--- src/source/img_pkg.sv ---
package img_pkg;

    // ============================================================
    // Word and pixel geometry
    // ============================================================

    // Stored words are 16 bits wide with pixels zero-extended into them
    localparam int word_width = 16;
    localparam int pixel_width = 12;

    typedef logic [word_width-1:0] word_t;
    typedef logic [pixel_width-1:0] pixel_t;

    // ============================================================
    // Exposure statistics
    // ============================================================

    // Number of top pixel bits compared against the thresholds
    localparam int stat_bits = 7;

    // Highlight and shadow counter width
    localparam int count_width = 18;

    // Top bits all ones mark a highlight and all zeros a shadow
    localparam logic [stat_bits-1:0] stat_highlight = '1;
    localparam logic [stat_bits-1:0] stat_shadow = '0;

endpackage

--- src/source/word_fifo.sv ---
`timescale 1ns/1ns

module word_fifo #(
    parameter int fifo_depth = 16
) (
    input  logic           clk,
    input  logic           fifoIn_rst,
    input  logic           clear,
    output logic           wr_ready,
    input  logic           wr_trigger,
    input  img_pkg::word_t wr_data,
    output logic           rd_ready,
    input  logic           rd_trigger,
    output img_pkg::word_t rd_data
);

    localparam int addr_width = $clog2(fifo_depth);

    img_pkg::word_t mem [fifo_depth];

    // One extra bit tells a full buffer from an empty one
    logic [addr_width:0] wr_ptr;
    logic [addr_width:0] rd_ptr;
    logic full;
    logic empty;
    logic wr_fire;
    logic rd_fire;

    assign empty = (wr_ptr == rd_ptr);
    assign full = (wr_ptr[addr_width-1:0] == rd_ptr[addr_width-1:0]) &&
                  (wr_ptr[addr_width] != rd_ptr[addr_width]);

    assign wr_ready = !full;
    assign rd_ready = !empty;
    assign wr_fire = wr_trigger && !full;
    assign rd_fire = rd_trigger && !empty;

    // Head of the queue is visible without a read cycle
    assign rd_data = mem[rd_ptr[addr_width-1:0]];

    always_ff @(posedge clk) begin
        if (!fifoIn_rst || clear) begin
            wr_ptr <= '0;
            rd_ptr <= '0;
        end else begin
            if (wr_fire) begin
                wr_ptr <= wr_ptr + 1'b1;
            end
            if (rd_fire) begin
                rd_ptr <= rd_ptr + 1'b1;
            end
        end
    end

    always_ff @(posedge clk) begin
        if (wr_fire) begin
            mem[wr_ptr[addr_width-1:0]] <= wr_data;
        end
    end

endmodule

--- config.mk ---
export PLATFORM = sky130hd
export DESIGN_NAME = word_fifo
export DESIGN_NICKNAME = d
export VERILOG_FILES = /design/src/source/img_pkg.sv /design/src/source/word_fifo.sv
export SDC_FILE = /design/constraint.sdc
export NUM_CORES = 1
export LEC_CHECK = 0
export ABC_AREA = 0
export BUFFER_PORTS_ARGS = -buffer_cell sky130_fd_sc_hd__buf_2
export CAP_MARGIN = 40
export CORE_MARGIN = 2
export CORE_UTILIZATION = 55
export CTS_CLUSTER_SIZE = 12
export DETAILED_ROUTE_END_ITERATION = 7
export PLACE_DENSITY = 0.72
export SLEW_MARGIN = 10
export SYNTH_ARGS = -nofsm -noshare
export SYNTH_HDL_FRONTEND = slang
export SYNTH_SLANG_ARGS = --single-unit
--- constraint.sdc ---
create_clock -name clk -period 2.6 [get_ports clk]
set_clock_uncertainty 0.2 [all_clocks]
set_input_delay 0.39 -clock clk [delete_from_list [all_inputs] [get_ports clk]]
set_output_delay 0.39 -clock clk [all_outputs]
set_load 0.02 [all_outputs]
[Yosys cells after proc, flatten, opt, wreduce, memory -nomap -nowiden]
Memories as Yosys holds them, arrays and structs flattened. A register that Yosys moved wholly into a read port is not among the register bits.
Index checks and enable logic that the tools add are counted.
Word-level totals
  flip-flop bits (word level): 10
  bits in writable memories: 256
  input port bits: 21
  output and inout bits: 18
  logic and storage cells: 19
  memories: 1
Memories
  mem: depth 16, bits a word 16, rd ports 1, clocked after memory_dff 1, write ports 1, RTL line word_fifo.sv:19  | img_pkg::word_t mem [fifo_depth];
Operators by class
  add/sub/neg operators: 2
  equal/unequal tests: 3
  muxes and demuxes: 4
  reductions and logical operators: 7
Operator list (number)
  $add 5x1->5 const B: 2
  $mux 4: 2
  $eq 5x5->1: 1
  $eq 4x4->1: 1
  $logic_and 1x1->1: 3
  $logic_not 1->1: 3
  $mux 1: 2
  $logic_or 1x1->1: 1
  $ne 1x1->1: 1

[Logic depth before layout (Yosys ltp)]
Gate-level depths: netlist of run 1.
  depth in word-level cells: 6
  depth in mapped cells: 7
  mapped depth without buffers: 5

[Least setup slack after synthesis of run 1]
Ideal clock, no wire load.
  kind: reg-to-reg
  start: register wr_ptr[2]
  end: memory mem[15][0] (netlist bit) (enable)
  setup time: 398 ps
  arrival time: 1791 ps
  data required time: 2002 ps
  path slack: 212 ps
  cell stages (with the launch flop): 6
  buffers on the path: 2
  clock period less this slack: 2388 ps
  cells stage by stage: dfxtp_1 buf_2 xnor2_1 and4_1 buf_2 a21oi_1
Between the ends
  longest elaborated chain between the ends: 6
RTL lines
  start: declaration: RTL line word_fifo.sv:22  | logic [addr_width:0] wr_ptr;
  start signal: assignment: RTL line word_fifo.sv:47  | wr_ptr <= wr_ptr + 1'b1;
  $eq 4x4->1: RTL line word_fifo.sv:30  | assign full = (wr_ptr[addr_width-1:0] == rd_ptr[addr_width-1:0]) &&
  $logic_and 1x1->1: RTL line word_fifo.sv:30
  $logic_not 1->1: RTL line word_fifo.sv:35  | assign wr_fire = wr_trigger && !full;
  $logic_and 1x1->1: RTL line word_fifo.sv:35
  $mux 1: RTL line word_fifo.sv:56  | if (wr_fire) begin
  $mux 1 (not written as such): RTL line word_fifo.sv:57  | mem[wr_ptr[addr_width-1:0]] <= wr_data;
  end: declaration: RTL line word_fifo.sv:19
Several ways; a longest one is shown, not always the timed one.

==> flow_metrics.env, run 1 <==
export IMPL_ant_nets=0
export IMPL_grt_pass1_vias=5342
export IMPL_die_y_um=143
export IMPL_num_rows=50
export IMPL_r2r_slack_ns=0.22
export IMPL_cp_start_kind="register"
export IMPL_io_pins=39
export IMPL_drtIter0Drc=560
export IMPL_finalCritPeriodShare=1.15
export IMPL_crit_type="reg -> out"
export IMPL_register_area_um2=7980
export IMPL_clk_latency_ns=0.52
export IMPL_synth_flop_cell="edfxtp_1"
export IMPL_drv_cap=0
export IMPL_synth_top_cell_by_area="edfxtp_1"
export IMPL_final_cells=836
export IMPL_clk_path_buf_depth=3
export IMPL_drtPass1Iterations=5
export IMPL_period_minus_slack_ns=3.00
export IMPL_drv_slew=0
export IMPL_slew_limit_headroom=0.521
export IMPL_synthTopCellsByArea="edfxtp_1 72%, mux4_2 11%, mux4_1 6.4%, dfxtp_1 2.6%, mux2i_1 0.66%"
export IMPL_p_per_area_nw_per_um2=688
export IMPL_hold_path_class="in -> reg"
export IMPL_cts_root_buffer="clkbuf_16"
export IMPL_tightest_slew_ns=0.716
export IMPL_drc=0
export IMPL_synthTopCellsByCount="256 x edfxtp_1, 54 x mux4_2, 26 x mux4_1, 14 x dfxtp_1, 13 x nand2_1"
export IMPL_syn_nets=490
export IMPL_violations="negative setup slack"
export IMPL_dpl_hpwl_um=12600
export IMPL_drive_gt1_frac=0.358
export IMPL_setup_slack_ns=-0.396
export IMPL_gp_congestion=0.780
export IMPL_antenna_cells=0
export IMPL_syn_cell_area_um2=10600
export IMPL_num_vias=5113
export IMPL_die_w_um=143
export IMPL_synth_most_common_cell="edfxtp_1"
export IMPL_cts_sinks=270
export IMPL_die_area_um2=20500
export IMPL_syn_to_final_growth_pct=16.5
export IMPL_grtUsageTotal=0.226
export IMPL_wl_um=22300
export IMPL_grt_max_degree=44
export IMPL_synth_top_area_share=0.722
export IMPL_vdd_drop_max_v=0.000533
export IMPL_avgSynthCellArea_um2=22.9
export IMPL_synth_edf_count=256
export IMPL_grt_setup_unrepaired="true"
export IMPL_async_flop_share=0
export IMPL_ys_warn_count=0
export IMPL_port_buffers=38
export IMPL_ys_ff_latch=270
export IMPL_synthCells=464
export IMPL_outcome="complete, but fails checks"
export IMPL_required_ns=2.01
export IMPL_dp_slack_ns=0.0656
export IMPL_wl_per_cell_um=26.6
export IMPL_dp_cells=778
export IMPL_max_freq_mhz=334
export IMPL_fillers=1223
export IMPL_leakagePower_nw=3.99
export IMPL_grt_overflow_total=0
export IMPL_routed_via_density=6.12
export IMPL_grt_pass1_wl_um=33100
export IMPL_coreArea_um2=18800
export IMPL_ys_types=33
export IMPL_multi_input_area_um2=2420
export IMPL_cp_end_kind="output port"
export IMPL_nets=585
export IMPL_seq_area_frac_synth=0.749
export IMPL_antenna_found_initial=0
export IMPL_cts_tree="built"
export IMPL_setup_viol=16
export IMPL_cts_max_level=1
export IMPL_hold_viol=0
export IMPL_crit_fanout=10
export IMPL_cts_inserted_buffers=27
export IMPL_start_util=0.565
export IMPL_cts_clk_slew_worst_paths_ns=0.06
export IMPL_arrival_ns=2.41
-- final timing paths --
kind,startpoint,end,cells past startpoint
min,wr_data[1],mem[9][1],1
min reg2reg,wr_ptr[1],wr_ptr[1],2
max,register,rd_data[8],5
max reg2reg,rd_ptr[3],mem[8][1],5
-- final cells by class --
type,count,share of cell area
multi-input combinational,165,0.195
clock buffer,42,0.0607
clock inverter,4,0.00161
tap,260,0.0262
sequential,270,0.644
timing repair buffer,90,0.0715
inverter,5,0.00151
-- critical path, cell delays in order (launching register included) --
cell     delay [ns]
dfxtp_4        0.39
buf_12         0.14
buf_16         0.15
mux4_1         0.55
mux4_2         0.47
buf_2          0.17
-- cells in the final DEF, fill, tap and decap left out, types with 2 or more instances in the layout --
cell type	n
o211ai_1	3
clkbuf_8	2
mux4_1	4
dfxtp_1	8
edfxtp_1	256
mux4_2	76
dfxtp_2	5
buf_6	16
mux2i_1	7
buf_2	27
nor4_1	3
buf_4	32
xnor2_1	4
and3_1	11
clkbuf_1	13
buf_16	4
buf_12	11
and4b_1	4
inv_1	5
o21ai_0	6
nor2b_1	2
clkinv_1	3
and4_1	2
nand4_1	4
clkbuf_16	27
nand2b_1	3
ha_1	5
nand2_1	13
a21oi_2	3
nand3_1	7
-- kinds of logic after synthesis --
family | count (synthesis) | share of synthesized area
fa+ha+maj | 5 | 0.00588
mux | 87 | 0.185
simple gates | 51 | 0.0277
buf+inv | 29 | 0.0176
xor+xnor | 6 | 0.00494
flops | 270 | 0.749
compound gates | 16 | 0.0102
-- per-stage QoR --
stage | power [mW] | hold WS [ns] | instance area (um^2) | util | TNS, ns
5_1_grt | 8.78 | 0.0334 | 12400 | 0.658 | -6.62
4_1_cts | 8.60 | 0.0212 | 12400 | 0.658 | -5.95
2_1_floorplan | 5.03 | 0.289 | 10600 | - | 0
3_5_place_dp | 5.15 | 0.331 | 11400 | 0.607 | 0
6_report | 8.53 | 0.0379 | 12400 | 0.658 | -5.74
3_3_place_gp | 5.14 | 0.317 | 11400 | 0.607 | 0
-- power by group --
group	switching (mW)	internal (mW)	total, mW
registers	0.0100	4.78	4.79
clock network	1.46	1.97	3.43
logic	0.171	0.136	0.307
-- state kept, by name, summed over array words and instances (netlist names), named ones only --
signal / cells
mem: 256
rd_ptr: 5
wr_ptr: 5
-- layer usage --
metal / global-route usage / wire [um] / vias up
met1: 0.313 / 8900 / 2689
met2: 0.375 / 11400 / 213
met5: 0 / 0 / -
li1: - / - / 2166
met3: 0.0362 / 1370 / 45
met4: 0.0740 / 588 / 0
-- repair_timing --
item,4_1_cts,5_1_grt
hold buffers,0,0
cloned,4,0
pin swaps,0,0
setup buffers,8,1
setup endpoints to repair,16,75
resized for setup,50,10
Power figures use the tool's default switching activity.
==> run 2: changes to the inputs <==
--- a/config.mk
+++ b/config.mk
@@ -9,10 +9,10 @@
 export BUFFER_PORTS_ARGS = -buffer_cell sky130_fd_sc_hd__buf_2
 export CAP_MARGIN = 40
 export CORE_MARGIN = 2
-export CORE_UTILIZATION = 55
+export CORE_UTILIZATION = 60
 export CTS_CLUSTER_SIZE = 12
 export DETAILED_ROUTE_END_ITERATION = 7
-export PLACE_DENSITY = 0.72
+export PLACE_DENSITY = 0.78
 export SLEW_MARGIN = 10
 export SYNTH_ARGS = -nofsm -noshare
 export SYNTH_HDL_FRONTEND = slang
==> constraint.sdc (replaced) <==
create_clock -name clk -period 3.45 [get_ports clk]
set_clock_uncertainty 0.2 [all_clocks]
set_input_delay 0.5175 -clock clk [delete_from_list [all_inputs] [get_ports clk]]
set_output_delay 0.5175 -clock clk [all_outputs]
set_load 0.02 [all_outputs]
==> run 2 against run 1 <==
  * The flow now finishes without violations
  * Utilization is 3.2 points higher
  * Largest cell class unchanged
  * Register-to-register slack improved by 0.53 ns
  * Sequential power down 25%
  * Critical path type unchanged
  * Count of clock-buffer cells in the layout fell by 5
  * Highest routed layer is now met5
  * Clock power fell by 26%
  * Critical path depth decreased by 1
  * First-iteration DRC count decreased by 18%
  * Power is 26% lower
==> flow_metrics.env, run 2 (same netlist as run 1, synthesis figures left out) <==
export IMPL_leakagePower_nw=3.84
export IMPL_outcome="completed"
export IMPL_ant_nets=0
export IMPL_setup_slack_ns=0.111
export IMPL_routed_wl_met2_um=11000
export IMPL_cp_slowest_cell="mux4_1"
export IMPL_cts_sinks=270
export IMPL_post_cts_setup_buffers=0
export IMPL_finalCritPeriodShare=0.968
export IMPL_clk_path_buf_depth=3
export IMPL_final_common_cell="edfxtp_1"
export IMPL_die_w_um=137
export IMPL_hold_slack_ns=0.162
export IMPL_cts_root_buffer="clkbuf_16"
export IMPL_grt_pass1_wl_um=32600
export IMPL_dpl_cell_area_um2=11200
export IMPL_wl_met1_um=8660
export IMPL_nets=561
export IMPL_p_per_area_nw_per_um2=531
export IMPL_cts_tree="built"
export IMPL_vdd_drop_max_v=0.000367
export IMPL_final_cells=773
export IMPL_wl_um=21800
export IMPL_final_util=0.691
export IMPL_dpl_hpwl_um=11600
export IMPL_grt_max_degree=65
export IMPL_drv_slew=0
export IMPL_antenna_found_initial=1
export IMPL_drtIter0Drc=461
export IMPL_syn_to_final_growth_pct=12.2
export IMPL_required_ns=2.73
export IMPL_final_cell_mix="256 x edfxtp_1, 54 x mux4_2, 38 x buf_2"
export IMPL_wl_met3_um=1430
export IMPL_tightest_slew_ns=0.658
export IMPL_grt_overflow_total=0
export IMPL_start_util=0.615
export IMPL_cp_cell_sequence="buf_4 > mux4_1 > mux4_2 > buf_2"
export IMPL_dr_max_layer_used="met5"
export IMPL_coreArea_um2=17300
export IMPL_hold_buffers=0
export IMPL_fillers=1037
export IMPL_dp_slack_ns=0.647
export IMPL_slew_limit_headroom=0.561
export IMPL_drtPass1Iterations=5
export IMPL_hold_viol=0
export IMPL_cp_num_buf_inv=2
export IMPL_largest_reg_flops=256
export IMPL_io_pins=39
export IMPL_gp_congestion=0.762
export IMPL_grt_pass1_vias=5214
export IMPL_dp_cells=731
export IMPL_num_vias=5039
export IMPL_multi_input_area_um2=2490
export IMPL_path_delay_family="multiplexers"
export IMPL_drc=0
export IMPL_tns_ns=0
export IMPL_final_cell_area_um2=11900
export IMPL_cp_end_kind="output port"
export IMPL_grtUsageTotal=0.245
export IMPL_die_y_um=137
export IMPL_power_total_mw=6.34
export IMPL_routed_via_density=6.52
export IMPL_max_freq_mhz=299
export IMPL_crit_fanout=15
export IMPL_arrival_ns=2.62
export IMPL_grt_setup_unrepaired="false"
export IMPL_antenna_cells=0
export IMPL_cp_start_kind="register"
export IMPL_cpPeakStageDelay_ns=0.59
export IMPL_crit_type="reg -> out"
export IMPL_ctsResizeCount=0
export IMPL_num_rows=48
export IMPL_cts_clk_slew_worst_paths_ns=0.06
export IMPL_drv_cap=0
export IMPL_wl_per_cell_um=28.2
export IMPL_register_area_um2=7970
export IMPL_r2r_slack_ns=0.75
export IMPL_setup_viol=0
export IMPL_period_minus_slack_ns=3.34
export IMPL_cts_max_level=1
export IMPL_port_buffers=38
export IMPL_die_area_um2=18800
export IMPL_drive_gt1_frac=0.281
export IMPL_hold_path_class="in -> reg"
export IMPL_cts_inserted_buffers=27
export IMPL_clk_latency_ns=0.52
## run 2: cell types whose count changed in the layout (fill, tap and decap cells not counted), moves of 2 or more
cell      previous run  this run
mux4_1               4        26
mux4_2              76        54
buf_6               16         0
buf_2               27        38
buf_12              11         3
buf_4               32        25
buf_16               4         0
dfxtp_1              8        12
dfxtp_2              5         1
clkbuf_1            13        10
clkbuf_8             2         0
## run 2: routing by layer
layer | up-vias | track usage
met2 | 217 | 0.397
met5 | - | 0
met4 | 2 | 0.0830
met3 | 54 | 0.0438
met1 | 2627 | 0.344
li1 | 2139 | -
## run 2: final cells by class
class | count | share of cell area
Inverter | 5 | 0.00157
Sequential cell | 270 | 0.667
Clock inverter | 5 | 0.00241
Multi-Input combinational cell | 165 | 0.209
Clock buffer | 37 | 0.0597
Timing Repair Buffer | 66 | 0.0367
Tap cell | 225 | 0.0236
## run 2: path summary, 6_finish.rpt
kind,start,end,cells after the start
max,register,rd_data[10],4
min,wr_data[12],mem[7][12],1
max reg2reg,wr_ptr[3],mem[6][3],5
min reg2reg,wr_ptr[4],wr_ptr[4],2
## run 2: report_power, final
part           total [mW]  leakage (nW)  switching (mW)  internal [mW]
clock                2.54         0.358            1.11           1.43
sequential           3.61          2.43         0.00944           3.61
combinational       0.194          1.06           0.119         0.0747
total                6.34          3.84            1.24           5.11
