**src/source/img_pkg.sv**
```systemverilog
package img_pkg;

    // ============================================================
    // Word and pixel geometry
    // ============================================================

    // Stored words are 16 bits wide with pixels zero-extended into them
    localparam int word_width = 16;
    localparam int pixel_width = 12;

    typedef logic [word_width-1:0] word_t;
    typedef logic [pixel_width-1:0] pixel_t;

    // ============================================================
    // Exposure statistics
    // ============================================================

    // Number of top pixel bits compared against the thresholds
    localparam int stat_bits = 7;

    // Highlight and shadow counter width
    localparam int count_width = 18;

    // Top bits all ones mark a highlight and all zeros a shadow
    localparam logic [stat_bits-1:0] stat_highlight = '1;
    localparam logic [stat_bits-1:0] stat_shadow = '0;

endpackage

```
**src/source/pixel_capture.sv**
```systemverilog
`timescale 1ns/1ns

module pixel_capture #(
    parameter int header_width = 64
) (
    input  logic                               clk,
    input  logic                               fifoIn_rst,
    input  logic                               capture_start,
    input  logic [header_width-1:0]            header,
    input  img_pkg::pixel_t                    img_d,
    input  logic                               img_fv,
    input  logic                               img_lv,
    output logic                               wr_trigger,
    output img_pkg::word_t                     wr_data,
    output logic                               fifo_clear,
    output logic                               done,
    output logic [img_pkg::count_width-1:0]    word_count,
    output logic [img_pkg::count_width-1:0]    highlight_count,
    output logic [img_pkg::count_width-1:0]    shadow_count
);

    localparam int header_words = header_width / img_pkg::word_width;
    localparam int hdr_count_width = $clog2(header_words + 1);

    typedef enum logic [2:0] {
        st_idle,
        st_wait_low,
        st_wait_high,
        st_header,
        st_pixels
    } state_t;

    state_t state;

    logic [header_width-1:0] header_shift;
    logic [hdr_count_width-1:0] header_left;

    // Position inside the 4x4 statistics grid
    logic [1:0] col;
    logic [1:0] row;
    logic lv_prev;
    logic stat_sample;
    logic [img_pkg::stat_bits-1:0] stat_top;

    assign stat_sample = (state == st_pixels) && img_lv && (col == 2'd0) && (row == 2'd0);
    assign stat_top = img_d[img_pkg::pixel_width-1 -: img_pkg::stat_bits];

    // ============================================================
    // Frame state machine and counters
    // ============================================================
    always_ff @(posedge clk) begin
        if (!fifoIn_rst) begin
            state <= st_idle;
            wr_trigger <= 1'b0;
            fifo_clear <= 1'b0;
            done <= 1'b0;
            word_count <= '0;
            highlight_count <= '0;
            shadow_count <= '0;
            col <= 2'd0;
            row <= 2'd0;
            lv_prev <= 1'b0;
        end else begin
            wr_trigger <= 1'b0;
            fifo_clear <= 1'b0;
            lv_prev <= img_lv;

            // Column restarts every line and row restarts every frame
            col <= img_lv ? col + 2'd1 : 2'd0;
            if (!img_fv) begin
                row <= 2'd0;
            end else if (lv_prev && !img_lv) begin
                row <= row + 2'd1;
            end

            if (wr_trigger) begin
                word_count <= word_count + 1'b1;
            end

            if (stat_sample) begin
                if (stat_top == img_pkg::stat_highlight) begin
                    highlight_count <= highlight_count + 1'b1;
                end else if (stat_top == img_pkg::stat_shadow) begin
                    shadow_count <= shadow_count + 1'b1;
                end
            end

            case (state)
                st_wait_low: begin
                    // Never start in the middle of a frame
                    if (!img_fv) begin
                        state <= st_wait_high;
                    end
                end
                st_wait_high: begin
                    if (img_fv) begin
                        state <= st_header;
                    end
                end
                st_header: begin
                    wr_trigger <= 1'b1;
                    if (header_left == '0) begin
                        state <= st_pixels;
                    end
                end
                st_pixels: begin
                    wr_trigger <= img_lv;
                    if (!img_fv) begin
                        done <= 1'b1;
                        state <= st_idle;
                    end
                end
                default: begin
                end
            endcase

            if (capture_start) begin
                state <= st_wait_low;
                fifo_clear <= 1'b1;
                done <= 1'b0;
                word_count <= '0;
                highlight_count <= '0;
                shadow_count <= '0;
            end
        end
    end

    // ============================================================
    // Header shifter and output word
    // ============================================================
    always_ff @(posedge clk) begin
        case (state)
            st_wait_high: begin
                header_shift <= header;
                header_left <= hdr_count_width'(header_words - 1);
            end
            st_header: begin
                // Most significant word goes out first
                wr_data <= header_shift[header_width-1 -: img_pkg::word_width];
                header_shift <= header_shift << img_pkg::word_width;
                header_left <= header_left - 1'b1;
            end
            st_pixels: begin
                wr_data <= img_pkg::word_t'(img_d);
            end
            default: begin
            end
        endcase
    end

endmodule

```
**config.mk**
```make
export PLATFORM = sky130hd
export DESIGN_NAME = pixel_capture
export DESIGN_NICKNAME = d
export VERILOG_FILES = /design/src/source/img_pkg.sv /design/src/source/pixel_capture.sv
export SDC_FILE = /design/constraint.sdc
export NUM_CORES = 1
export LEC_CHECK = 0
export BUFFER_PORTS_ARGS = -buffer_cell sky130_fd_sc_hd__buf_2
export CAP_MARGIN = 0
export CORE_ASPECT_RATIO = 0.75
export CORE_MARGIN = 5
export CORE_UTILIZATION = 43
export CTS_CLUSTER_DIAMETER = 80
export DETAILED_ROUTE_END_ITERATION = 10
export PLACE_DENSITY_LB_ADDON = 0.25
export SLEW_MARGIN = 30
export SYNTH_ARGS = -nofsm -noshare
export SYNTH_HDL_FRONTEND = slang
export SYNTH_SLANG_ARGS = --single-unit
```
**constraint.sdc**
```tcl
create_clock -name clk -period 4.5 [get_ports clk]
set_input_delay 0.45 -clock clk [delete_from_list [all_inputs] [get_ports clk]]
set_output_delay 0.45 -clock clk [all_outputs]
set_load 0.1 [all_outputs]
```
-- Word level (Yosys, flattened, before mapping)
Cells that the tools add are included.
- register bits after elaboration: 148
- output and inout bits: 73
- bitwise operators: 3
- muxes and demuxes: 11
- reductions and logical operators: 21
- add/subtract/negate cells: 6
- equal/unequal tests: 13
- operator list (kind ; count):
    64-bit one-hot mux with 2 select lines ; 1
    18-bit by 1-bit adder with 18-bit output, second input constant ; 3
    16-bit one-hot mux with 2 select lines ; 1
    3-bit two-way mux ; 4
    3-bit != test, second input constant ; 4
    3-bit one-hot mux with 4 select lines ; 1
    5-bit AND reduction ; 2
    2-bit != test, second input constant ; 4
    2-bit AND reduction ; 4
    7-bit == test, second input constant ; 1
    7-bit zero test ; 1
    3-bit by 2-bit == test with 1-bit output, second input constant ; 2
    3-bit one-hot mux with 2 select lines ; 1
    5-bit nonzero test ; 1
    2-bit by 1-bit adder with 2-bit output, second input constant ; 2
    1-bit logical AND ; 4
    2-bit zero test ; 2
    2-bit nonzero test ; 2
    4-bit nonzero test ; 1
    3-bit by 1-bit == test with 1-bit output, second input constant ; 1
    3-bit == test, second input constant ; 1
    3-bit zero test ; 1
    1-bit NOT ; 3
    3-bit AND reduction ; 1
    5 further kinds ; 6

-- Depth between registers and ports, before layout
Gate-level depths: netlist of run 1.
- depth after elaboration: 5
- gate-level depth with buffers: 8
- gate-level depth less buffers: 6

-- Worst setup path before layout of run 1
No wires, ideal clock.
- path kind: flip-flop to flip-flop
- start: register state[1]
- end: register header_left[0], enable pin
- arrival: 3.334 ns
- setup slack: 0.674 ns
- buffers on the path: 1
- cell stages (with the launch flop): 4
- period minus slack after synthesis: 3.826 ns
- cells stage by stage: dfxtp_1 > buf_2 > inv_1 > nor2_1
- cells in the longest elaborated chain, start to end: 2
- elaborated cells between the ends (all ways): 3
- RTL lines (element ; RTL line ; RTL):
    start, declared ; pixel_capture.sv:33 ; state_t state;
    start signal, assigned ; pixel_capture.sv:53 ; state <= st_idle;
    start signal, assigned ; pixel_capture.sv:92 ; state <= st_wait_high;
    start signal, assigned ; pixel_capture.sv:97 ; state <= st_header;
    3-bit by 2-bit == test with 1-bit output ; pixel_capture.sv:132 ; case (state)
    2-bit nonzero test (no source line) * ; -- ;
    end signal, assigned ; pixel_capture.sv:135 ; header_left <= hdr_count_width'(header_words - 1);
    end signal, assigned ; pixel_capture.sv:141 ; header_left <= header_left - 1'b1;
    end, declared ; pixel_capture.sv:36 ; logic [hdr_count_width-1:0] header_left;
Every way passes the cells marked *; elsewhere a longest branch is shown, timed or not.
A chain may end at the register's enable or synchronous reset.

-- Final worst setup path of run 1
- start: register state[2]
- end: register highlight_count[15] (netlist bit)
- cells in the longest elaborated chain, start to end: 5
- RTL lines (element ; RTL line ; RTL):
    3-bit == test ; pixel_capture.sv:45 ; assign stat_sample = (state == st_pixels) && img_lv && (col == 2'd0) && (row == 2'd0);
    1-bit logical AND (3 in series) ; pixel_capture.sv:45 ;
    2-bit AND reduction (no source line) ; -- ;
    end signal, assigned ; pixel_capture.sv:82 ; highlight_count <= highlight_count + 1'b1;
    end, declared ; pixel_capture.sv:18 ; output logic [img_pkg::count_width-1:0] highlight_count,
No other way between the ends.

==> impl_results.md, run 1 <==
- WP data arrival: 3.27 ns
- Total power: 0.00290 W
- Most frequent CP cell: or4_1
- TritonCTS clock tree: built
- Setup Fix Bufs, Post-CTS: 0
- Mux cell area share after synthesis: 8.99%
- Crit end category: flop
- Clock Latency Late Sink: 0.42 ns
- Post-synth top area cell: edfxtp_1
- Core area: 0.0146 sq mm
- EDFF count, synth: 83
- Routed Antenna Nets: 0
- H-tree Lvls: 4
- Drt total wl: roughly 15 mm
- Port Buf Inserts: 153
- Root Buffer: clkbuf_16
- Via count: 4898
- Initial antenna violation count: 1
- Sequential share of the synthesized area: roughly 59%
- Unrepaired setup endpoints after global routing: no
- Final GP Congestion: 0.828
- Synth area leaders: edfxtp_1, dfxtp_1, mux2_2
- Main combinational cell family by area after synthesis: simple AND/OR/NAND/NOR gates
- CP Class: reg -> reg
- CP delay by family, top: simple AND/OR/NAND/NOR gates
- Fin. max-slew vios: 0
- Placed Area: between 0.007 and 0.008 sq mm
- Synth Area in Simple Gates: between 10% and 20%
- Fraction of registers with async set/reset: 0%
- Maximum root-to-sink buffer count: 2
- DR pass1 iterations: 5
- Final min period: 2.94 ns
- Yosys warning count: 0
- Max Fclk: approximately 340 MHz
- Status: finished, final reports clean
- Final cycle utilization of the critical path: about two thirds
- Mean area per synthesized cell: 11.3 sq um
- Worst-margin pin slew: 0.735 ns
- Global-route usage over all layers: 17.7%
- Relative slew slack: between 50 and 60%
- Grt total ovfl: 0
- Gate Count Post-Synth: 571
- DR iter-0 viols: 269
- Layout cells sized above 1: roughly 32%
- Drt drc: 0
- Largest net degree at the start of global routing: 57
- Crit-path max FO: 21
- Number of global-route vias before repair: 4900
- Max VDD drop: 0.000269 V
- Die Area: roughly 0.018 sq mm
- Critical path data required time: 4.84 ns
- Top-area cell type share of the netlist area: 38.6%
- DR vias/cell: 5.26
- Final setup viols: 0
- CP bufs+invs: 0
- Primary FF master, synth: edfxtp_1
- Unique masters post-synth: 37
- Initial Util: 44.2%
- Mapped cell area: 0.00646 sq mm
- Die W: roughly 150 microns
- Fin Setup TNS: 0 ns
- Global-route wire length before repair: ~24 mm
- Hold Crit Class: in -> reg
- Leakage: 3.05 nW
- Mapped Nets: about 660
- Final hold vios: 0
- Register clock-pin slew on the reported worst setup and hold paths: 0.06 ns
- Drt wl/cell: 16.1 microns
- CP cell instances: or3b_1 -> or4_1 -> or4_1 -> a21oi_1
- Total clock sinks: 148
- Fin nets: approximately 810
- Adder-cell share of the synthesized area: 1.36%
- Synth Area in XOR/XNOR: 2.03%
- Post-DP HPWL: 10.7 mm
- Number of core rows: 38
- Cts repair resizes: 0
- Clock Skew: 0.00887 ns
- Die H: 116 microns
- Yosys reg bits: 148
- Largest stage delay, worst path: 0.90 ns
- Post-CTS Hold Buffers: 0
- CTS buffer count: 17
- Compound-cell area share of the yosys netlist: under 10%
- Startpoint types: flop
- # IOs: around 150
- Post-Layout Inst Area: 0.00795 sq mm
- Max_cap viols: 0
- Slowest CP cell: or4_1
- Pwr Density: approximately 360 mW/mm^2
- Area Growth Syn to Fin: 23.1%
## synthesized netlist by cell type, types with 12 or more instances
cell type	count
dfxtp_1	65
o31ai_1	22
mux2_2	48
o21ai_0	12
edfxtp_1	83
inv_1	14
and2_1	26
nand3_1	23
or4_1	26
a21oi_1	37
nand2_1	64
nor2_1	31
clkbuf_1	23
nand4_1	15
## where the power goes
group	internal, W	switching (W)	leakage (nW)
logic	0.0000564	0.0000616	1.52
clock network	0.000805	0.000531	0.258
registers	0.00144	0.00000508	1.27
## worst paths after layout
check                  from  slack [ns]             endpoint  cells past startpoint
max                state[2]        1.56  highlight_count[15]                      4
min reg2reg  word_count[17]        0.49       word_count[17]                      2
max reg2reg        state[2]        1.56  highlight_count[15]                      4
min              header[13]        0.30     header_shift[13]                      2
## placed cells by master, fill, tap and decap left out, drive strengths merged, types with 5 or more instances in the layout
cell type,synthesis,final
a21oi,37,37
and2,26,26
and3,6,6
and4,7,7
buf,5,156
clkbuf,23,20
clkinv,0,6
dfxtp,65,65
edfxtp,83,83
ha,7,7
inv,14,14
mux2,48,48
nand2,64,64
nand3,23,23
nand4,15,15
nor2,31,31
nor3,5,5
o21ai,12,12
o31ai,22,22
or3,11,11
or4,26,26
xnor2,7,7
xor2,8,8
## cell type report
type / instances / area, sq um
clock inverters: 11 / 113
inverters: 14 / 52.6
flip-flops and latches: 148 / 3790
clock buffers: 20 / 437
multi-input cells: 381 / 2510
well taps: 200 / 250
repair buffers: 156 / 788
fillers: 1254 / 6650
diodes: 2 / 5.00
## flip-flops by register name (all words and copies together), names as in the netlist
signal           count
word_count          18
header_left          3
wr_data             16
row                  2
col                  2
highlight_count     18
shadow_count        18
state                3
fifo_clear           1
lv_prev              1
wr_trigger           1
done                 1
header_shift        64
## logic make-up after synthesis
logic type	count (synthesis)
buffers and inverters	42
adders and majority gates	7
AOI/OAI and AO/OA	82
muxes	52
DFF	148
xor gates and xnor gates	15
and+or+nand+nor	225
## routing by layer
metal,global-route usage (%),vias to the layer above,part of all wire (%)
met5,0,-,0.087
met1,21.1,2311,42
li1,-,2414,-
met2,29.7,144,48
met4,6.16,2,2.0
met3,6.44,27,7.6
## per-stage QoR
step | worst slack [ns] | util [%] | cells | hold slack [ns]
finish | 1.56 | 54.5 | 932 | 0.304
global route | 1.38 | 54.4 | 930 | 0.302
CTS | 1.55 | 54.4 | 930 | 0.290
detailed placement | 1.56 | 50.7 | 899 | 0.483
global placement | 1.69 | 50.6 | 899 | 0.462
floorplan | 0.674 | - | 571 | 0.460
No activity file was read; power rests on OpenSTA's default activity.
==> run 2, diff against run 1 <==
Settings changed: ABC_AREA set to 1.
Clock period 4.5 ns to 3 ns, I/O delays scaled along.
==> impl_results.md, run 2 <==
- Status: finished, final reports clean
- Max Fclk: 486 MHz (+43%)
- Commonest non-fill, non-tap cell in the layout: nand2_1
- Crit-path max FO: 25 (+19%)
- FF-to-FF path depth: 3 (-1)
- Critical path data required time: 3.01 ns (-1.83 ns)
- Leakage: 3.67 nW (+20%)
- Sequential share of the synthesized area: 55.1% (-3.6 points)
- Final min period: 2.06 ns (-0.881 ns)
- Largest net degree at the start of global routing: 68 (+19%)
- Post-synth top area cell: edfxtp_1
- Routed Antenna Nets: 0 (unchanged)
- Max VDD drop: 0.000310 V (+15%)
- Fraction of registers with async set/reset: 0% (unchanged)
- DR iter-0 viols: 315 (+17%)
- Hold Path Origin: header[30]
- Number of global-route vias before repair: 5253 (+7.2%)
- DR pass1 iterations: 5 (unchanged)
- RR Endpoint: wr_data[1]
- Port Buf Inserts: 153 (unchanged)
- Count leader, synth: nand2_1
- Synth area leaders: edfxtp_1, dfxtp_1, nand2_1
- Startpoint types: flop
- Relative slew slack: 53.3% (+2.5 points)
- Total clock sinks: 148 (unchanged)
- Drt total wl: 15.6 mm (+4.2%)
- Final cycle utilization of the critical path: 68.5% (+3.3 points)
- EDFF count, synth: 83 (unchanged)
- WP data arrival: 2.07 ns (-1.20 ns)
- Worst slack at placement: 0.945 ns (-0.610 ns)
- R2R Setup Slk: 0.94 ns (-0.62 ns)
- Drt wl/cell: 12.7 microns (-21%)
- Pwr Density: 563 mW/mm^2 (+54%)
- Filler cell count: 1526 (+22%)
- Clock Latency Late Sink: 0.42 ns (about the same)
- Yosys reg bits: 148 (unchanged)
- Primary FF master, synth: edfxtp_1
- Die H: 120 microns (+2.9%)
- Final hold vios: 0 (unchanged)
- CP Class: reg -> reg
- Max_cap viols: 0 (unchanged)
- Die Area: 0.0187 sq mm (+6.0%)
- Reg with most FFs: header_shift
- Most frequent cells in the layout: nand2_1, buf_2, nor2_1
- CTS buffer count: 17 (unchanged)
- Die W: 156 microns (+3.0%)
- TritonCTS clock tree: built
- Largest stage delay, worst path: 0.58 ns (-0.32 ns)
- Unrepaired setup endpoints after global routing: no
- Worst-margin pin slew: 0.698 ns (-0.0372 ns)
- Global-route usage over all layers: 16.9% (-0.74 points)
- Via count: 5717 (+17%)
- CP cell instances: nor2_4 -> nand2_1 -> nand2_1
- Maximum root-to-sink buffer count: 2 (unchanged)
- Root Buffer: clkbuf_16
- Gate Count Post-Synth: 853 (+49%)
- Most frequent CP cell: nand2_1
- Crit end category: flop
- Post-DP HPWL: 11.5 mm (+7.8%)
- Hold Crit Class: in -> reg
- Final WS setup: 0.944 ns (-0.619 ns)
- Setup Fix Bufs, Post-CTS: 0 (unchanged)
- Synth cell count leaders: nand2_1, nor2_1, inv_1, edfxtp_1, dfxtp_1
- Fin. max-slew vios: 0 (unchanged)
- Layout cells sized above 1: 20.5% (-12 points)
- Number of core rows: 40 (+5.3%)
- H-tree Lvls: 4 (unchanged)
- Mapped Nets: 941 (+43%)
- Initial Util: 43.4% (-0.87 points)
- Final GP Congestion: 0.833 (+0.66%)
- Slowest CP cell: nand2_1
- Post-CTS Hold Buffers: 0 (unchanged)
- Initial antenna violation count: 2 (+1)
- Final setup viols: 0 (unchanged)
- Clock Skew: 0.0113 ns (+0.00240 ns)
- Global-route wire length before repair: 25.3 mm (+3.9%)
- Mean area per synthesized cell: 8.06 sq um (-29%)
- Unique masters post-synth: 32 (-14%)
- Top-area cell type share of the netlist area: 36.2% (-2.4 points)
- Area Growth Syn to Fin: 21.8%
- Drt drc: 0 (unchanged)
- R2R Path Start: state[1]
- Grt total ovfl: 0 (unchanged)
- # diodes: 0 (-2)
- Fin Hold WS: 0.144 ns (-0.161 ns)
- Core area: 0.0159 sq mm (+8.7%)
- Register clock-pin slew on the reported worst setup and hold paths: 0.07 ns (about the same)
- # IOs: 154 (unchanged)
- Min-Delay Endpoint: header_shift[30]
- Worst Hold Depth: 3 (+1)
- DR vias/cell: 4.65 (-12%)
- Cts repair resizes: 0 (unchanged)
- Fin Setup TNS: 0 ns (unchanged)
- Yosys warning count: 0 (unchanged)
- Largest register FFs: 64 (unchanged)
- Fin nets: 1095 (+36%)
- Mapped cell area: 0.00688 sq mm (+6.6%)
-- run 2: where the power goes --
group          switching (W)  internal (W)
clock network       0.000904       0.00108
logic               0.000312      0.000124
registers          0.0000334       0.00227
total                0.00125       0.00347
-- run 2: metrics by stage --
stage	cells	utilization [%]	total power (W)	cell area, sq um
2_1_floorplan	853	-	0.00265	6880
3_3_place_gp	1198	49.3	0.00278	7830
3_5_place_dp	1198	49.3	0.00278	7830
4_1_cts	1230	52.8	0.00476	8380
5_1_grt	1230	52.8	0.00491	8380
6_report	1230	52.8	0.00472	8380
-- run 2: worst max-delay path, delay by kind of cell (launching register included) --
family,cells,cell delay [ns]
flip-flops,1,0.46
AND/OR/NAND/NOR,3,1.18
-- run 2: worst max-delay path by stage --
stage	from	endpoint	slack, ns	cells after the start
final	state[1]	wr_data[1]	0.94	3
after global routing	state[1]	wr_data[1]	0.76	3
after CTS	state[1]	wr_data[1]	0.91	3
after detailed placement	state[1]	wr_data[14]	0.95	3
after global placement	state[1]	wr_data[13]	1.05	3
after floorplan	highlight_count[0]	highlight_count[16]	0.70	8
-- run 2: area by class of cell --
class / instances / area (sq um) / area share (%)
clock buffer: 17 / 425 / 5.08
inverter: 101 / 382 / 4.56
clock inverter: 15 / 121 / 1.45
timing repair buffer: 157 / 796 / 9.50
multi-input combinational: 582 / 2590 / 31.0
tap: 210 / 263 / 3.14
sequential: 148 / 3790 / 45.3
-- run 2: cells by family after synthesis --
family	count (synthesis)	synth area share [%]
simple gates	503	30.5
flops	148	55.1
buf+inv	123	7.17
compound gates	64	4.86
xor+xnor	8	1.02
fa+ha+maj	7	1.27
-- run 2: layer usage --
layer	vias up	part of all wire [%]	GRT usage [%]
met2	156	44	24.7
li1	3024	-	-
met4	4	1.4	4.76
met3	22	7.0	5.59
met1	2511	48	24.0
met5	-	0.13	0
==> run 3, diff against run 2 <==
Clock period 3 ns to 1.7 ns, I/O delays scaled along.
==> impl_results.md, run 3 (synthesis results as in run 2) <==
- Final cycle utilization of the critical path: 94.1% (+26 points)
- Drt wl/cell: 12.6 microns (-1.2%)
- Critical path data required time: 2.01 ns (-1.00 ns)
- Post-Layout Inst Area: 0.00869 sq mm (+3.7%)
- Max Fclk: 625 MHz (+29%)
- Fin nets: 1113 (+1.6%)
- Worst slack at placement: 0.0950 ns (-0.850 ns)
- Startpoint types: flop
- Worst-margin pin slew: 0.522 ns (-0.176 ns)
- H-tree Lvls: 4 (unchanged)
- Max VDD drop: 0.000575 V (+86%)
- DR iter-0 viols: 425 (+35%)
- Area Growth Syn to Fin: 26.3%
- CTS buffer count: 17 (unchanged)
- Final setup viols: 0 (unchanged)
- Most frequent CP cell: nor2_1
- WP depth: 9 (+6)
- Critical Path Start: row[0]
- R2R Path Start: row[0]
- WP data arrival: 1.91 ns (-0.16 ns)
- TritonCTS clock tree: built
- Root Buffer: clkbuf_16
- Slowest CP cell: nor2_2
- Largest net degree at the start of global routing: 35 (-49%)
- Leakage: 3.79 nW (+3.1%)
- Largest register FFs: 64 (unchanged)
- Unrepaired setup endpoints after global routing: yes
- Fin Hold WS: 0.0193 ns (-0.124 ns)
- Register clock-pin slew on the reported worst setup and hold paths: 0.06 ns (about the same)
- Routed Antenna Nets: 0 (unchanged)
- Drt drc: 0 (unchanged)
- Total power: 0.00841 W (+78%)
- Busiest grt layer: met1
- Hold Path Origin: capture_start
- Status: finished, final reports clean
- Port Buf Inserts: 153 (unchanged)
- Post-DP HPWL: 11.7 mm (+1.9%)
- Core area: 0.0159 sq mm (unchanged)
- Final WS setup: 0.100 ns (-0.844 ns)
- Fin. max-slew vios: 0 (unchanged)
- Global-route usage over all layers: 16.9% (about the same)
- Pwr Density: 968 mW/mm^2 (+72%)
- Crit end category: flop
- Commonest non-fill, non-tap cell in the layout: nand2_1
- Filler cell count: 1483 (-2.8%)
- Reg with most FFs: header_shift
- Drt total wl: 15.7 mm (+0.29%)
- CP Class: reg -> reg
- Number of global-route vias before repair: 5250 (-0.057%)
- DR vias/cell: 4.64 (-0.25%)
- GRT met2 Usage: 23.8% (-0.91 points)
- Final GP Congestion: 0.890 (+6.8%)
- Final hold vios: 0 (unchanged)
- CP cell instances: inv_1 -> ha_1 -> nand2_1 -> inv_2 -> nand4_4 -> nor2_2 -> nand3_1 -> nor2_1 -> nor2_1
- RR Endpoint: highlight_count[4]
- Initial Util: 43.4% (unchanged)
- Grt met1 use: 24.8% (+0.71 points)
- CP bufs+invs: 2 (+2)
- Layout cells sized above 1: 26.5% (+6.0 points)
- Number of core rows: 40 (unchanged)
- Max_cap viols: 0 (unchanged)
- Clock Skew: 0.00792 ns (-0.00335 ns)
- Maximum root-to-sink buffer count: 2 (unchanged)
- CP delay by family, top: simple AND/OR/NAND/NOR gates
- Hold Crit Class: in -> reg
- Grt total ovfl: 0 (unchanged)
- Largest stage delay, worst path: 0.31 ns (-0.27 ns)
- Clock Latency Late Sink: 0.41 ns (about the same)
- DR pass1 iterations: 5 (unchanged)
- Fin Setup TNS: 0 ns (unchanged)
- Total clock sinks: 148 (unchanged)
- Relative slew slack: 65.4% (+12 points)
- Crit path to: highlight_count[4]
- Via count: 5786 (+1.2%)
- Placed Area: 0.00808 sq mm (+3.3%)
- Die Area: 0.0187 sq mm (unchanged)
- Initial antenna violation count: 2 (unchanged)
- Met3 global-route usage: 5.37% (-0.22 points)
- Global-route wire length before repair: 25.3 mm (about the same)
- Most frequent cells in the layout: nand2_1, buf_2, nor2_1
- FF-to-FF path depth: 9 (+6)
- Final min period: 1.60 ns (-0.456 ns)
- # diodes: 0 (unchanged)
- # IOs: 154 (unchanged)
- Die W: 156 microns (unchanged)
- R2R Setup Slk: 0.10 ns (-0.84 ns)
- Crit-path max FO: 7 (-72%)
- Die H: 120 microns (unchanged)
## run 3: cell count changes in the layout (fill, tap and decap cells not counted), sizes merged
cell	change
nor2	+1
dlygate4sd3	+1
clkinv	-1
clkbuf	+1
inv	-4
buf	+16
bufinv	+1
clkinvlp	+3
## run 3: worst reg2reg max path: stages, from the launching register on
cell,delay (ns)
dfxtp_1,0.30
inv_1,0.08
ha_1,0.14
nand2_1,0.11
inv_2,0.09
nand4_4,0.15
nor2_2,0.31
nand3_1,0.14
nor2_1,0.11
nor2_1,0.05
## run 3: power by group
| part | switching, W | internal (W) |
|---|---|---|
| Combinational | 0.000561 | 0.000271 |
| Sequential | 0.0000551 | 0.00399 |
| Clock | 0.00151 | 0.00202 |
| Total | 0.00213 | 0.00628 |
## run 3: layout make-up
cell class / instances / area [sq um] / area share (%)
Clock buffer: 18 / 429 / 4.94
Multi-Input combinational cell: 583 / 2630 / 30.2
Timing Repair Buffer: 174 / 988 / 11.4
Clock inverter: 14 / 128 / 1.47
Sequential cell: 148 / 3870 / 44.5
Tap cell: 210 / 263 / 3.02
Inverter: 101 / 385 / 4.43
## run 3: metal layers
metal	routed length, microns	vias up
met3	1080	18
met4	250	4
li1	-	3057
met1	7670	2551
met2	6660	156
met5	25	-
## run 3: timing repair
action                                  4_1_cts  5_1_grt
hold buffers                                  1        0
setup buffers                                 0        2
endpoints found under the setup margin        0       11
resized for setup                             0        6
endpoints found under the hold margin         1        0
## run 3: worst min-delay path by stage
stage,to,slack (ns),depth (start not counted)
6_report,fifo_clear,0.02,3
5_1_grt,header_shift[26],0.01,3
4_1_cts,header_shift[45],0.002,3
3_5_place_dp,col[0],0.41,1
3_3_place_gp,col[0],0.40,1
2_1_floorplan,fifo_clear,0.28,2
## run 3: metrics by stage
stage	std cells	utilization, %
4_1_cts	1245	54.5
6_report	1248	54.8
3_3_place_gp	1212	51.0
2_1_floorplan	853	-
5_1_grt	1248	54.8
3_5_place_dp	1212	51.0
